File: src/common/wb_regs_pkg.sv
package wb_regs_pkg;

	// Wishbone classic widths.
	typedef logic [1:0] wb_addr_t;  // Word address.
	typedef logic [31:0] wb_data_t;

	// Register map.
	localparam wb_addr_t addr_rx_data = 2'd0; // Read pops the oldest byte.
	localparam wb_addr_t addr_status = 2'd1;  // Read only.
	localparam wb_addr_t addr_control = 2'd2; // Bit 0 clears errors and overrun.

	// Status word layout.
	localparam int status_empty_bit = 0;
	localparam int status_overrun_bit = 1;
	localparam int status_count_lsb = 8;
	localparam int status_parity_lsb = 16;
	localparam int status_frame_lsb = 24;

	// Saturating error counter.
	typedef logic [7:0] err_count_t;

endpackage

File: src/common/uart_frame_pkg.sv
package uart_frame_pkg;

	// Fixed frame: start, 8 data, even parity, stop.
	localparam int data_bits = 8;
	localparam int frame_bits = 11;

	// Bit timing in system clocks, kept short for simulation.
	localparam int clocks_per_bit = 16;
	localparam int half_bit = 8; // Start edge to middle of start bit.

	// Ten and a half bit times.
	// Leaves room for the start edge of a back-to-back frame.
	localparam int guard_clocks = 168;

	typedef logic [7:0] rx_byte_t;
	typedef logic [4:0] baud_count_t; // Clocks within one bit.
	typedef logic [2:0] bit_index_t;  // Data bit being sampled.
	typedef logic [7:0] guard_count_t;

	// Frame sampler states.
	typedef enum logic [2:0] {
		RX_IDLE,
		RX_START,
		RX_DATA,
		RX_PARITY,
		RX_STOP
	} rx_state_t;

endpackage
File: src/hdl/uart_rx_top.sv
`timescale 1ns/100ps

module uart_rx_top #(
	parameter int fifo_depth = 4
) (
	input  logic clk,
	input  logic reset,
	input  logic serial_in,
	input  logic wb_cyc,
	input  logic wb_stb,
	input  logic wb_we,
	input  wb_regs_pkg::wb_addr_t wb_adr,
	input  wb_regs_pkg::wb_data_t wb_dat_w,
	output wb_regs_pkg::wb_data_t wb_dat_r,
	output logic wb_ack
);
	import uart_frame_pkg::*;

	logic serial_synced;
	logic start_detected;
	rx_byte_t frame_data;
	logic frame_valid;
	logic parity_error;
	logic framing_error;
	rx_byte_t fifo_data;
	logic fifo_empty;
	logic [$clog2(fifo_depth+1)-1:0] fifo_count;
	logic overrun;
	logic fifo_pop;
	logic clear_overrun;

	detect_start_bit detect_start_bit_i (
		.clk, .reset, .serial_in, .serial_synced, .start_detected
	);

	rx_frame_sampler rx_frame_sampler_i (
		.clk, .reset, .serial_synced, .start_detected,
		.frame_data, .frame_valid, .parity_error, .framing_error
	);

	// Only good frames are pushed.
	rx_fifo #(.fifo_depth(fifo_depth)) rx_fifo_i (
		.clk, .reset,
		.push(frame_valid), .push_data(frame_data),
		.pop(fifo_pop), .clear_overrun,
		.pop_data(fifo_data), .empty(fifo_empty), .count(fifo_count), .overrun
	);

	wb_uart_regs #(.fifo_depth(fifo_depth)) wb_uart_regs_i (
		.clk, .reset,
		.wb_cyc, .wb_stb, .wb_we, .wb_adr, .wb_dat_w, .wb_dat_r, .wb_ack,
		.fifo_data, .fifo_empty, .fifo_count, .overrun,
		.parity_error, .framing_error, .fifo_pop, .clear_overrun
	);

endmodule

File: src/hdl/wb_uart_regs.sv
`timescale 1ns/100ps

module wb_uart_regs #(
	parameter int fifo_depth = 4
) (
	input  logic clk,
	input  logic reset,
	input  logic wb_cyc,
	input  logic wb_stb,
	input  logic wb_we,
	input  wb_regs_pkg::wb_addr_t wb_adr,
	input  wb_regs_pkg::wb_data_t wb_dat_w,
	output wb_regs_pkg::wb_data_t wb_dat_r,
	output logic wb_ack,
	input  uart_frame_pkg::rx_byte_t fifo_data,
	input  logic fifo_empty,
	input  logic [$clog2(fifo_depth+1)-1:0] fifo_count,
	input  logic overrun,
	input  logic parity_error,
	input  logic framing_error,
	output logic fifo_pop,
	output logic clear_overrun
);
	import wb_regs_pkg::*;

	logic bus_req; // New cycle, not yet acked.
	logic rd_req;
	logic wr_req;
	logic clear_counts;
	err_count_t parity_count;
	err_count_t frame_count;
	wb_data_t status_word;
	wb_data_t read_mux;

	assign bus_req = wb_cyc && wb_stb && !wb_ack;
	assign rd_req = bus_req && !wb_we;
	assign wr_req = bus_req && wb_we;

	// Effects land on the edge where ack rises.
	assign fifo_pop = rd_req && (wb_adr == addr_rx_data) && !fifo_empty;
	assign clear_counts = wr_req && (wb_adr == addr_control) && wb_dat_w[0];
	assign clear_overrun = clear_counts;

	always_comb begin
		status_word = '0;
		status_word[status_empty_bit] = fifo_empty;
		status_word[status_overrun_bit] = overrun;
		// Count field is as wide as an error counter.
		status_word[status_count_lsb +: $bits(err_count_t)] = err_count_t'(fifo_count);
		status_word[status_parity_lsb +: $bits(err_count_t)] = parity_count;
		status_word[status_frame_lsb +: $bits(err_count_t)] = frame_count;
	end

	always_comb begin
		case (wb_adr)
			addr_rx_data: read_mux = fifo_empty ? '0 : wb_data_t'(fifo_data);
			addr_status: read_mux = status_word;
			default: read_mux = '0; // Control reads back as zero.
		endcase
	end

	// Single cycle ack, no wait states.
	always_ff @(posedge clk) begin
		if (reset) begin
			wb_ack <= 1'b0;
		end else begin
			wb_ack <= bus_req;
		end
	end

	always_ff @(posedge clk) begin
		if (rd_req) wb_dat_r <= read_mux;
	end

	// Error counters stick at 255.
	always_ff @(posedge clk) begin
		if (reset || clear_counts) begin
			parity_count <= '0;
			frame_count <= '0;
		end else begin
			if (parity_error && !(&parity_count)) parity_count <= parity_count + 1'b1;
			if (framing_error && !(&frame_count)) frame_count <= frame_count + 1'b1;
		end
	end

endmodule

File: src/hdl/rx_fifo.sv
`timescale 1ns/100ps

module rx_fifo #(
	parameter int fifo_depth = 4
) (
	input  logic clk,
	input  logic reset,
	input  logic push,
	input  uart_frame_pkg::rx_byte_t push_data,
	input  logic pop,
	input  logic clear_overrun,
	output uart_frame_pkg::rx_byte_t pop_data,
	output logic empty,
	output logic [$clog2(fifo_depth+1)-1:0] count,
	output logic overrun
);
	import uart_frame_pkg::*;

	localparam int ptr_w = (fifo_depth > 1) ? $clog2(fifo_depth) : 1;

	rx_byte_t mem [fifo_depth];
	logic [ptr_w-1:0] wr_ptr;
	logic [ptr_w-1:0] rd_ptr;
	logic full;
	logic do_push;
	logic do_pop;

	// Wraps at depth, so any depth works.
	function automatic logic [ptr_w-1:0] next_ptr(input logic [ptr_w-1:0] ptr);
		if (ptr == ptr_w'(fifo_depth - 1)) begin
			return '0;
		end
		return ptr + 1'b1;
	endfunction

	assign full = (count == fifo_depth);
	assign empty = (count == '0);
	assign do_push = push && !full;
	assign do_pop = pop && !empty; // Pop on empty is ignored.
	assign pop_data = mem[rd_ptr]; // First word falls through.

	always_ff @(posedge clk) begin
		if (reset) begin
			wr_ptr <= '0;
			rd_ptr <= '0;
			count <= '0;
			overrun <= 1'b0;
		end else begin
			if (do_push) wr_ptr <= next_ptr(wr_ptr);
			if (do_pop) rd_ptr <= next_ptr(rd_ptr);
			case ({do_push, do_pop})
				2'b10: count <= count + 1'b1;
				2'b01: count <= count - 1'b1;
				default: count <= count;
			endcase
			// Sticky. A new overrun beats a clear on the same edge.
			if (push && full) begin
				overrun <= 1'b1;
			end else if (clear_overrun) begin
				overrun <= 1'b0;
			end
		end
	end

	always_ff @(posedge clk) begin
		if (do_push) mem[wr_ptr] <= push_data;
	end

endmodule

File: src/uart_rx/rx_frame_sampler.sv
`timescale 1ns/100ps

module rx_frame_sampler (
	input  logic clk,
	input  logic reset,
	input  logic serial_synced,
	input  logic start_detected,
	output uart_frame_pkg::rx_byte_t frame_data,
	output logic frame_valid,
	output logic parity_error,
	output logic framing_error
);
	import uart_frame_pkg::*;

	rx_state_t state;
	baud_count_t baud_count;
	bit_index_t bit_index;
	logic parity_acc; // Running XOR of data and parity bits.
	logic bit_tick;
	logic mid_start;

	assign bit_tick = (baud_count == baud_count_t'(clocks_per_bit - 1));
	assign mid_start = (baud_count == baud_count_t'(half_bit - 1));

	always_ff @(posedge clk) begin
		if (reset) begin
			state <= RX_IDLE;
			baud_count <= '0;
			bit_index <= '0;
			parity_acc <= 1'b0;
			frame_valid <= 1'b0;
			parity_error <= 1'b0;
			framing_error <= 1'b0;
		end else begin
			// Result pulses last one clock.
			frame_valid <= 1'b0;
			parity_error <= 1'b0;
			framing_error <= 1'b0;

			case (state)
				RX_IDLE: begin
					if (start_detected) begin
						state <= RX_START;
						baud_count <= '0;
						bit_index <= '0;
						parity_acc <= 1'b0;
					end
				end

				RX_START: begin
					if (mid_start) begin
						baud_count <= '0;
						// Line back high means a glitch, not a start bit.
						state <= serial_synced ? RX_IDLE : RX_DATA;
					end else begin
						baud_count <= baud_count + 1'b1;
					end
				end

				RX_DATA: begin
					if (bit_tick) begin
						baud_count <= '0;
						parity_acc <= parity_acc ^ serial_synced;
						bit_index <= bit_index + 1'b1;
						if (bit_index == bit_index_t'(data_bits - 1)) begin
							state <= RX_PARITY;
						end
					end else begin
						baud_count <= baud_count + 1'b1;
					end
				end

				RX_PARITY: begin
					if (bit_tick) begin
						baud_count <= '0;
						parity_acc <= parity_acc ^ serial_synced; // Even parity gives 0.
						state <= RX_STOP;
					end else begin
						baud_count <= baud_count + 1'b1;
					end
				end

				RX_STOP: begin
					if (bit_tick) begin
						baud_count <= '0;
						state <= RX_IDLE;
						if (!serial_synced) begin
							framing_error <= 1'b1; // Takes priority over parity.
						end else if (parity_acc) begin
							parity_error <= 1'b1;
						end else begin
							frame_valid <= 1'b1;
						end
					end else begin
						baud_count <= baud_count + 1'b1;
					end
				end

				default: state <= RX_IDLE;
			endcase
		end
	end

	// Data arrives LSB first.
	always_ff @(posedge clk) begin
		if (state == RX_DATA && bit_tick) begin
			frame_data <= {serial_synced, frame_data[data_bits-1:1]};
		end
	end

endmodule

File: src/uart_rx/detect_start_bit.sv
`timescale 1ns/100ps

module detect_start_bit (
	input  logic clk,
	input  logic reset,
	input  logic serial_in,
	output logic serial_synced,
	output logic start_detected
);
	import uart_frame_pkg::*;

	logic sync_meta;      // First synchronizer stage.
	logic previous_level; // Synced line one clock earlier.
	logic falling_edge;
	logic guard_open;
	guard_count_t guard_count;

	// Two flop synchronizer plus edge history.
	// Line idles high, so everything resets to 1.
	always_ff @(posedge clk) begin
		if (reset) begin
			sync_meta <= 1'b1;
			serial_synced <= 1'b1;
			previous_level <= 1'b1;
		end else begin
			sync_meta <= serial_in;
			serial_synced <= sync_meta;
			previous_level <= serial_synced;
		end
	end

	assign falling_edge = previous_level && !serial_synced;

	// Guard expired, a new frame may start.
	assign guard_open = (guard_count >= guard_count_t'(guard_clocks));

	// Data bits inside a frame make edges too.
	// The guard counter hides them until the frame is nearly over.
	always_ff @(posedge clk) begin
		if (reset) begin
			start_detected <= 1'b0;
			guard_count <= guard_count_t'(guard_clocks); // First edge is accepted.
		end else if (falling_edge && guard_open) begin
			start_detected <= 1'b1;
			guard_count <= '0;
		end else begin
			start_detected <= 1'b0;
			if (!guard_open) begin
				guard_count <= guard_count + 1'b1; // Saturates at guard_clocks.
			end
		end
	end

endmodule

File: config.mk
export PLATFORM = sky130hd
export DESIGN_NAME = uart_rx_top
export DESIGN_NICKNAME = d
export VERILOG_FILES = /design/src/common/wb_regs_pkg.sv /design/src/common/uart_frame_pkg.sv /design/src/hdl/uart_rx_top.sv /design/src/hdl/wb_uart_regs.sv /design/src/hdl/rx_fifo.sv /design/src/uart_rx/rx_frame_sampler.sv /design/src/uart_rx/detect_start_bit.sv
export SDC_FILE = /design/constraint.sdc
export NUM_CORES = 1
export LEC_CHECK = 0
export BUFFER_PORTS_ARGS = -buffer_cell sky130_fd_sc_hd__buf_2
export CAP_MARGIN = 10
export CORE_AREA = 2 2 110 112
export CTS_CLUSTER_SIZE = 10
export DETAILED_ROUTE_END_ITERATION = 7
export DIE_AREA = 0 0 112 114
export PLACE_DENSITY = 0.67
export REMOVE_ABC_BUFFERS = 1
export SYNTH_ARGS = -nofsm -noshare
export SYNTH_HDL_FRONTEND = slang
export SYNTH_HIERARCHICAL = 1
export SYNTH_SLANG_ARGS = --single-unit
File: constraint.sdc
create_clock -name clk -period 12.1 [get_ports clk]
set_input_delay 2.42 -clock clk [delete_from_list [all_inputs] [get_ports clk]]
set_output_delay 2.42 -clock clk [all_outputs]
set_load 0.01 [all_outputs]
# After elaboration in Yosys (flattened, before gate mapping)
# Memory sizes are Yosys's and may differ from the RTL's. A register that Yosys moved wholly into a read port is not among the register bits.
# Index checks and enable logic that the tools add are counted.
# word_totals
regBits	92
ram_bits	32
inputBits	40
word_cells	145
n_memories	1
# memory_table
name	depth	width	read_ports	rd_clocked_by_memory_dff	wr	line_no	rtl
rx_fifo_i.mem	4	8	1	1	1	rx_fifo.sv:21	rx_byte_t mem [fifo_depth];
# op_classes
addsub	9
n_lt_le_gt_ge	1
eq_ne	22
mux	43
bitwise	4
reduce_logical	43
# ops
cell	count
$pmux 32 s2	1
$add 8x1->8 const B	3
$mux 3	8
$mux 8	3
$logic_and 1x1->1	16
$mux 1	16
$reduce_and 8->1	2
$mux 5	3
$pmux 3 s5	1
$pmux 5 s3	1
$mux 2	7
$ne 2x1->1 const B	6
$pmux 3 s2	2
$eq 3x3->1 const B	3
$eq 2x2->1 const B	4
$ge 8x8->1 const B	1
$reduce_bool 2->1	4
$logic_not 1->1	7
$add 3x1->3 const B	2
$eq 3x2->1 const B	2
$logic_not 3->1	2
$reduce_and 3->1	2
$reduce_and 6->1	1
$reduce_or 3->1	2
17 further kinds	23

# Depth between registers and ports, before layout
# Gate-level depths: netlist (run 1).
# depth
word_depth	11
depth_mapped	11

# Modules after synthesis
# Netlist (run 1), hierarchy kept.
# by_module_without_submodules
mod	instances	cells_per_inst	area_per_inst_um2	seq_area_each_um2
wb_uart_regs	1	184	2110.8	1151.1
rx_fifo	1	97	1667.8	1161.1
rx_frame_sampler	1	113	1108.6	540.5
detect_start_bit	1	59	565.5	240.2

# Worst setup path after synthesis (run 1)
# Ideal clock, no wire load.
# synth_timing
kind	input to register
from	in wb_stb
to	reg rx_fifo_i.count[2]
setup_time_ns	0.070
arrival_ns	5.520
required_time_ns	12.030
slack_ns	6.509
stages	11
path_cell_list	nand3b_1 -> nor2_1 -> and2_1 -> o31ai_1 -> inv_1 -> ha_1 -> inv_1 -> fa_1 -> xor2_1 -> or3_2 -> a21oi_1
# synth_between
elab_chain_len	8
elab_cells_between_ends	10
# synth_rtl
item	line_no	rtl
from (decl)	uart_rx_top.sv:10	input logic wb_stb,
$logic_and 1x1->1 * (2 in series)	wb_uart_regs.sv:35	assign bus_req = wb_cyc && wb_stb && !wb_ack;
$logic_and 1x1->1 *	wb_uart_regs.sv:36	assign rd_req = bus_req && !wb_we;
net wb_uart_regs_i.rd_req	wb_uart_regs.sv:27	logic rd_req;
$logic_and 1x1->1 * (2 in series)	wb_uart_regs.sv:40	assign fifo_pop = rd_req && (wb_adr == addr_rx_data) && !fifo_empty;
net fifo_pop	uart_rx_top.sv:29	logic fifo_pop;
$logic_and 1x1->1 *	rx_fifo.sv:39	assign do_pop = pop && !empty;
net rx_fifo_i.do_pop	rx_fifo.sv:26	logic do_pop;
$eq 2x1->1 / $eq 2x2->1 (equally long branches)	rx_fifo.sv:51	case ({do_push, do_pop})
$pmux 3 s2 / $reduce_bool 2->1 (equally long branches)	--	
to (signal assigned)	rx_fifo.sv:52	2'b10: count <= count + 1'b1;
to (signal assigned)	rx_fifo.sv:53	2'b01: count <= count - 1'b1;
to (signal assigned)	rx_fifo.sv:54	default: count <= count;
to (decl)	rx_fifo.sv:14	output logic [$clog2(fifo_depth+1)-1:0] count,
# The timed path passes the listed nets; every way through them passes the cells marked *.
# A chain may end at the register's enable or synchronous reset.

# Worst setup path after layout (run 1)
# Ends and elaborated chain as after synthesis.

==> impl_results.md, run 1 <==
- Die height: 114 um
- First-pass GRT wire length: 15900 um
- Fin crit share: between 40 and 50%
- Yosys top cell area share: 36.9%
- Layout cells sized above 1: 19.8%
- EDFF count, synth: 67
- Number of detailed-routing iterations run before antenna repair: 7
- Antenna violations before repair: 0
- Internal power: between 0.8 and 0.9 mW
- Clock insertion delay at the later pin of the skew report: 0.42 ns
- Most used cell, CP: inv_1
- Final setup margin: 7.15 ns
- Clk slew on worst S/H paths: 0.05 ns
- Ports: 73
- Syn_area_per_cell: 12.0 um^2
- Post-DP HPWL: 6000 um
- Sequential share of power: 44.0%
- VDD IR max: 0.113 mV
- Warnings from Yosys: 6
- Pre-CTS setup slack: ~6.7 ns
- CTS tree: yes
- Nets: between 500 and 600
- WP data arrival: 5.28 ns
- H-Tree Depth: 4
- Maximum clock path buffer count: 2
- Crit path from: wb_stb
- Final-report setup violation count: 0
- Vias per std cell: 5.40
- RSZ-0062 raised after global routing: no
- Cells after Synth: around 450
- Hold path startpoint: detect_start_bit_i/sync_meta
- DIE AREA: between 10000 and 15000 um^2
- Row Count: 40
- Synth area leader: edfxtp_1
- Outcome: finished clean
- Period minus WS final: 4.95 ns
- Slew Limit Fails: 0
- Core box area: 11700 um^2
- Hold_buf cts: 0
- Slew @ Worst Pin: approximately 1.1 ns
- CTS root buf: clkbuf_16
- TritonCTS Sinks: between 100 and 150
- ANT cells: 0
- Asr flop ratio synth: 0%
- Post-CTS setup buffers: 0
- Area growth syn-to-layout: 15.8%
- FMAX: 0.202 GHz
- # port buffers: 36
- Worst hold-check path type: register to register
- Slew margin rel.: 29.0%
- Seq cells post-synth: 121
- Starting DRT DRC Count: 197
- Crit Path Class: input port to register
- Maxcap violations: 0
- Largest net degree at the start of global routing: 47
- Fin. Hold Viols: 0
- Sw Share: a little under a fifth
- Final GP Congestion: 0.817
- Crit path largest cell delay: roughly 0.44 ns
- Post-synth cell types: 77
- Fill cell count: ~1000
- Total track usage: approximately 16%
- WP data required: 12.43 ns
- Post-cts sizing count: 0
- Worst path cell trace: buf_2 -> nand3b_1 -> nor2_2 -> buf_4 -> and2_1 -> o31ai_1 -> inv_1 -> ha_1 -> inv_1 -> fa_1 -> xor2_1 -> or3_2 -> a21oi_1
- Grt ovf: 0
- Most common cell after layout, fill and taps aside: edfxtp_1
- Drt drc: 0
- P per Cell Area: 158 nW/um^2
- Seq/Total Area, Yosys: 56.7%
- Setup_tns: 0 ns
- Routed vias: about 3500
- Largest cells by area after synthesis: edfxtp_1 37%, dfxtp_1 20%, mux4_2 3.3%
- Antenna-violating nets left: 0
- Die width: 112 um
- Net Switching: 0.186 mW
- Vias in the first global route: 3364
- Wire per inst: roughly 14 um
- Startpoint types: input port
- Worst r2r src: wb_uart_regs_i/wb_ack
- Crit-path max FO: 28
- Clock Skews: a little over 0.01 ns
- Worst Setup End Kind: register
- Clock Power Share: 53.8%
- Power share of the combinational group: 2.2%
- Commonest cells after routing, fill and taps aside: 67 x edfxtp_1, 54 x dfxtp_1, 36 x buf_2, 27 x nor2_1, 27 x and2_1
- Leakage power: ~2.2 nW
- Top FF cell, synth: edfxtp_1
- Footprint of the multi-input gates: 2150 um^2
- Synthesized area: 5450 um^2
- Max stage delay cell, worst path: nand3b_1
- Starting Density: 46.6%
- Final WL: approximately 9200 um
- CTS Buf Count: 17
- Reg area: 3090 um^2
worst max-delay path: cells and delay by family:
kind	cells	cell delay (ns)
buffers and inverters	4	0.60
AO/OA/AOI/OAI	2	0.29
adder cells (fa/ha/maj)	2	0.56
XOR/XNOR	1	0.16
AND/OR/NAND/NOR	4	1.24
sequential cells by signal, summed over array words and instances, names as in the netlist, 2 cells and up, named ones only:
| register | flops |
|---|---|
| rx_frame_sampler_i/bit_index | 3 |
| wb_uart_regs_i/parity_count | 8 |
| rx_fifo_i/rd_ptr | 2 |
| rx_fifo_i/wr_ptr | 2 |
| rx_frame_sampler_i/baud_count | 5 |
| wb_uart_regs_i/frame_count | 8 |
| rx_fifo_i/count | 3 |
| rx_frame_sampler_i/frame_data | 8 |
| rx_frame_sampler_i/state | 3 |
| rx_fifo_i/mem | 32 |
| detect_start_bit_i/guard_count | 8 |
| wb_uart_regs_i/wb_dat_r | 27 |
area by class of cell:
| type | instances | share of cell area (%) |
|---|---|---|
| Multi-Input combinational cell | 292 | 34.1 |
| Clock buffer | 23 | 7.25 |
| Tap cell | 147 | 2.91 |
| Sequential cell | 121 | 49.0 |
| Inverter | 18 | 1.07 |
| Clock inverter | 9 | 2.72 |
| Timing Repair Buffer | 37 | 2.97 |
final timing paths:
check                                                        end  slack [ns]  depth (start not counted)
worst max-delay path                          rx_fifo_i/count[2]        7.15                         13
worst min-delay path            detect_start_bit_i/serial_synced        0.41                          1
worst max register to register                rx_fifo_i/count[2]        8.87                         12
worst min register to register  detect_start_bit_i/serial_synced        0.41                          1
metal layers:
layer	track usage [%]	routed length, um	vias up
met5	0	0	-
met4	6.18	161	0
met3	6.00	392	16
met2	25.2	4450	56
met1	19.5	4220	1687
li1	-	-	1735
power by group through the flow:
| stage | clock network, mW | registers (mW) | logic [mW] |
|---|---|---|---|
| final | 0.537 | 0.439 | 0.0222 |
| after global routing | 0.566 | 0.439 | 0.0250 |
| after CTS | 0.548 | 0.438 | 0.0226 |
| after detailed placement | 0 | 0.447 | 0.0225 |
| after global placement | 0 | 0.447 | 0.0219 |
| after floorplan | 0 | 0.448 | 0.0119 |
logic make-up after synthesis:
family	Yosys count	synth area share, %
AO/OA/AOI/OAI	87	11.3
XOR/XNOR	6	0.964
adder cells (fa/ha/maj)	15	3.58
buffers and inverters	44	4.15
flip-flops	121	56.7
multiplexers	20	5.76
other	1	0.0688
AND/OR/NAND/NOR	159	17.4
synth_stat cells (3+ instances only):
cell	number
edfxtp_1	67
dfxtp_1	54
nor2_1	28
and2_1	27
o21ai_0	23
a21oi_1	21
inv_1	18
nand2_1	16
ha_1	14
nor3_1	14
nor2b_1	13
mux2i_1	10
mux4_2	8
nand3_1	8
buf_2	7
buf_4	7
clkbuf_1	7
a31oi_1	6
nand4_1	5
and3_2	4
and4_1	4
nand2b_1	4
nor4_1	4
o31ai_1	4
or3_1	4
xnor2_1	4
a211oi_1	3
a211oi_2	3
and3_1	3
nand3b_1	3
nand4b_1	3
or2_2	3
metrics by stage:
step | total power [mW] | utilization (%) | instance area [um^2] | hold slack, ns | cells
2_1_floorplan | 0.459 | - | 5310 | 0.389 | 431
3_3_place_gp | 0.468 | 48.5 | 5680 | 0.399 | 615
3_5_place_dp | 0.469 | 48.5 | 5680 | 0.395 | 615
4_1_cts | 1.01 | 53.9 | 6310 | 0.407 | 647
5_1_grt | 1.03 | 53.9 | 6310 | 0.417 | 647
6_report | 0.998 | 53.9 | 6310 | 0.407 | 647
Power figures use the tool's default switching activity.
==> run 2, diff against run 1 <==
--- a/config.mk
+++ b/config.mk
@@ -11,7 +11,7 @@
 export CTS_CLUSTER_SIZE = 10
 export DETAILED_ROUTE_END_ITERATION = 7
 export DIE_AREA = 0 0 112 114
-export PLACE_DENSITY = 0.67
+export PLACE_DENSITY = 0.7
 export REMOVE_ABC_BUFFERS = 1
 export SYNTH_ARGS = -nofsm -noshare
 export SYNTH_HDL_FRONTEND = slang
==> constraint.sdc (replaced) <==
create_clock -name clk -period 4.4 [get_ports clk]
set_input_delay 0.88 -clock clk [delete_from_list [all_inputs] [get_ports clk]]
set_output_delay 0.88 -clock clk [all_outputs]
set_load 0.01 [all_outputs]
==> run 2 against run 1 <==
Utilization fell by 0.52 points. First-iteration DRC count rose by 5.1%. Design area fell by 0.97%. Register-to-register slack got worse by 7.2 ns. Setup slack got worse by 5.5 ns. Clock skew fell by 0.0028 ns. Clock power rose by 140%. Critical path depth fell by 1. Sequential share of layout area rose by 0.48 points. Combinational power rose to 2.9 times the previous value. Highest routed layer unchanged.
==> impl_results.md, run 2 (same netlist as run 1, synthesis figures left out) <==
- Crit path largest cell delay: 0.41 ns (was 0.44 ns)
- ANT cells: 0 (unchanged)
- Starting Density: 46.6% (unchanged)
- Maxcap violations: 0 (unchanged)
- Final-report setup violation count: 0 (unchanged)
- FMAX: 0.361 GHz
- P per Cell Area: 406 nW/um^2 (was 158 nW/um^2)
- Vias per std cell: 5.33 (was 5.40)
- Antenna violations before repair: 0 (unchanged)
- Area growth syn-to-layout: 14.6% (was 15.8%)
- Final WL: 9190 um (was 9220 um)
- Pre-CTS setup slack: 1.23 ns (was 6.73 ns)
- CTS tree: yes (unchanged)
- Nets: 545 (was 542)
- Die height: 114 um (unchanged)
- Maximum clock path buffer count: 2 (unchanged)
- Most common cell after layout, fill and taps aside: edfxtp_1 (unchanged)
- Vias in the first global route: 3306 (was 3364)
- CTS Buf Count: 17 (unchanged)
- Max stage delay cell, worst path: or3_2 (was nand3b_1)
- First-pass GRT wire length: 15200 um (was 15900 um)
- Number of detailed-routing iterations run before antenna repair: 4 (was 7)
- Total track usage: 15.0% (was 15.8%)
- Slew @ Worst Pin: 0.852 ns (was 1.06 ns)
- Fin. Hold Viols: 0 (unchanged)
- Final Hold Slack: 0.423 ns (was 0.407 ns)
- CTS root buf: clkbuf_16 (unchanged)
- Crit Path Class: input port to register (unchanged)
- Worst path cell trace: buf_2 -> nor3_1 -> buf_4 -> and2_1 -> o31ai_1 -> inv_1 -> ha_1 -> inv_1 -> fa_1 -> xor2_1 -> or3_2 -> a21oi_1 (was buf_2 -> nand3b_1 -> nor2_2 -> buf_4 -> and2_1 -> o31ai_1 -> inv_1 -> ha_1 -> inv_1 -> fa_1 -> xor2_1 -> or3_2 -> a21oi_1)
- Worst hold-check path type: register to register (unchanged)
- Crit path max-delay family: simple AND/OR/NAND/NOR gates (unchanged)
- Slew margin rel.: 43.2% (was 29.0%)
- Post-cts sizing count: 0 (unchanged)
- Buf/Inv on CP: 4 (unchanged)
- Commonest cells after routing, fill and taps aside: 67 x edfxtp_1, 54 x dfxtp_1, 36 x buf_2, 27 x nor2_1, 27 x and2_1 (unchanged)
- Ports: 73 (unchanged)
- VDD IR max: 0.268 mV (was 0.113 mV)
- Most used cell, CP: inv_1 (unchanged)
- Fin crit share: 63.0%
- Slew Limit Fails: 0 (unchanged)
- Largest regs: rx_fifo_i/mem (32), wb_uart_regs_i/wb_dat_r (27) (unchanged)
- Grt ovf: 0 (unchanged)
- Clock insertion delay at the later pin of the skew report: 0.41 ns (was 0.42 ns)
- Antenna-violating nets left: 0 (unchanged)
- Final Power: 2.54 mW (was 0.998 mW)
- Final setup margin: 1.63 ns (was 7.15 ns)
- Hold_buf cts: 0 (unchanged)
- Starting DRT DRC Count: 207 (was 197)
- WP data arrival: 3.10 ns (was 5.28 ns)
- WP data required: 4.72 ns (was 12.43 ns)
- Routed vias: 3462 (was 3494)
- Leakage power: 2.17 nW (was 2.19 nW)
- H-Tree Depth: 4 (unchanged)
- Wire per inst: 14.1 um (was 14.3 um)
- # port buffers: 36 (unchanged)
- Clk slew on worst S/H paths: 0.05 ns (about the same)
- Core box area: 11700 um^2 (unchanged)
- DIE AREA: 12800 um^2 (unchanged)
- Biggest register: rx_fifo_i/mem (unchanged)
- Outcome: finished clean (unchanged)
- Drt drc: 0 (unchanged)
- Row Count: 40 (unchanged)
- Final GP Congestion: 0.850 (was 0.817)
- Startpoint types: input port (unchanged)
- Fill cell count: 1009 (was 997)
- Worst Setup End Kind: register (unchanged)
- Largest net degree at the start of global routing: 47 (unchanged)
- Die width: 112 um (unchanged)
- Layout cells sized above 1: 19.7% (was 19.8%)
- RSZ-0062 raised after global routing: no (unchanged)
- Setup_tns: 0 ns (unchanged)
- Post-CTS setup buffers: 0 (unchanged)
- Max reg flops: 32 (unchanged)
- Period minus WS final: 2.77 ns
- Crit-path max FO: 8 (was 28)
- Post-DP HPWL: 5970 um (was 6000 um)
- TritonCTS Sinks: 121 (unchanged)
- Final core utilization: 53.4% (was 53.9%)
- Clock Skews: 0.00738 ns (was 0.0101 ns)
run 2: cell count changes in the layout (fill, tap and decap cells not counted), sizes merged:
cell,previous run,this run
bufinv,5,2
clkbuf,23,21
clkinv,3,8
buf,37,40
run 2: report_power, final:
part | internal [mW] | switching (mW)
clock network | 0.819 | 0.447
registers | 1.20 | 0.00988
logic | 0.0235 | 0.0398
total | 2.04 | 0.497
run 2: worst paths after layout:
kind | startpoint | to | slack (ns) | cells after the start
worst min register to register | detect_start_bit_i/sync_meta | detect_start_bit_i/serial_synced | 0.42 | 1
worst max register to register | rx_fifo_i/count[2] | rx_fifo_i/count[2] | 1.64 | 12
worst max-delay path | wb_adr[0] | rx_fifo_i/count[2] | 1.63 | 12
worst min-delay path | detect_start_bit_i/sync_meta | detect_start_bit_i/serial_synced | 0.42 | 1
run 2: layout make-up:
cell class                 count  area, um^2  share of cell area [%]
clock buffer                  21         440                    7.05
inverter                      18        67.6                    1.08
timing repair buffer          40         210                    3.36
sequential                   121        3090                    49.5
multi-input combinational    292        2150                    34.4
tap                          147         184                    2.94
clock inverter                11         105                    1.68
run 2: metrics by stage:
step | instance area [um^2] | cells
finish | 6250 | 650
global placement | 5700 | 617
detailed placement | 5700 | 617
global route | 6250 | 650
floorplan | 5310 | 431
CTS | 6240 | 649
run 2: routing by layer:
| metal | global-route usage [%] | vias up | share of wire, % |
|---|---|---|---|
| met4 | 5.93 | 0 | 1.2 |
| met2 | 25.5 | 71 | 49 |
| met3 | 4.62 | 10 | 4.4 |
| met1 | 17.9 | 1637 | 45 |
| li1 | - | 1744 | - |
| met5 | 0 | - | 0 |
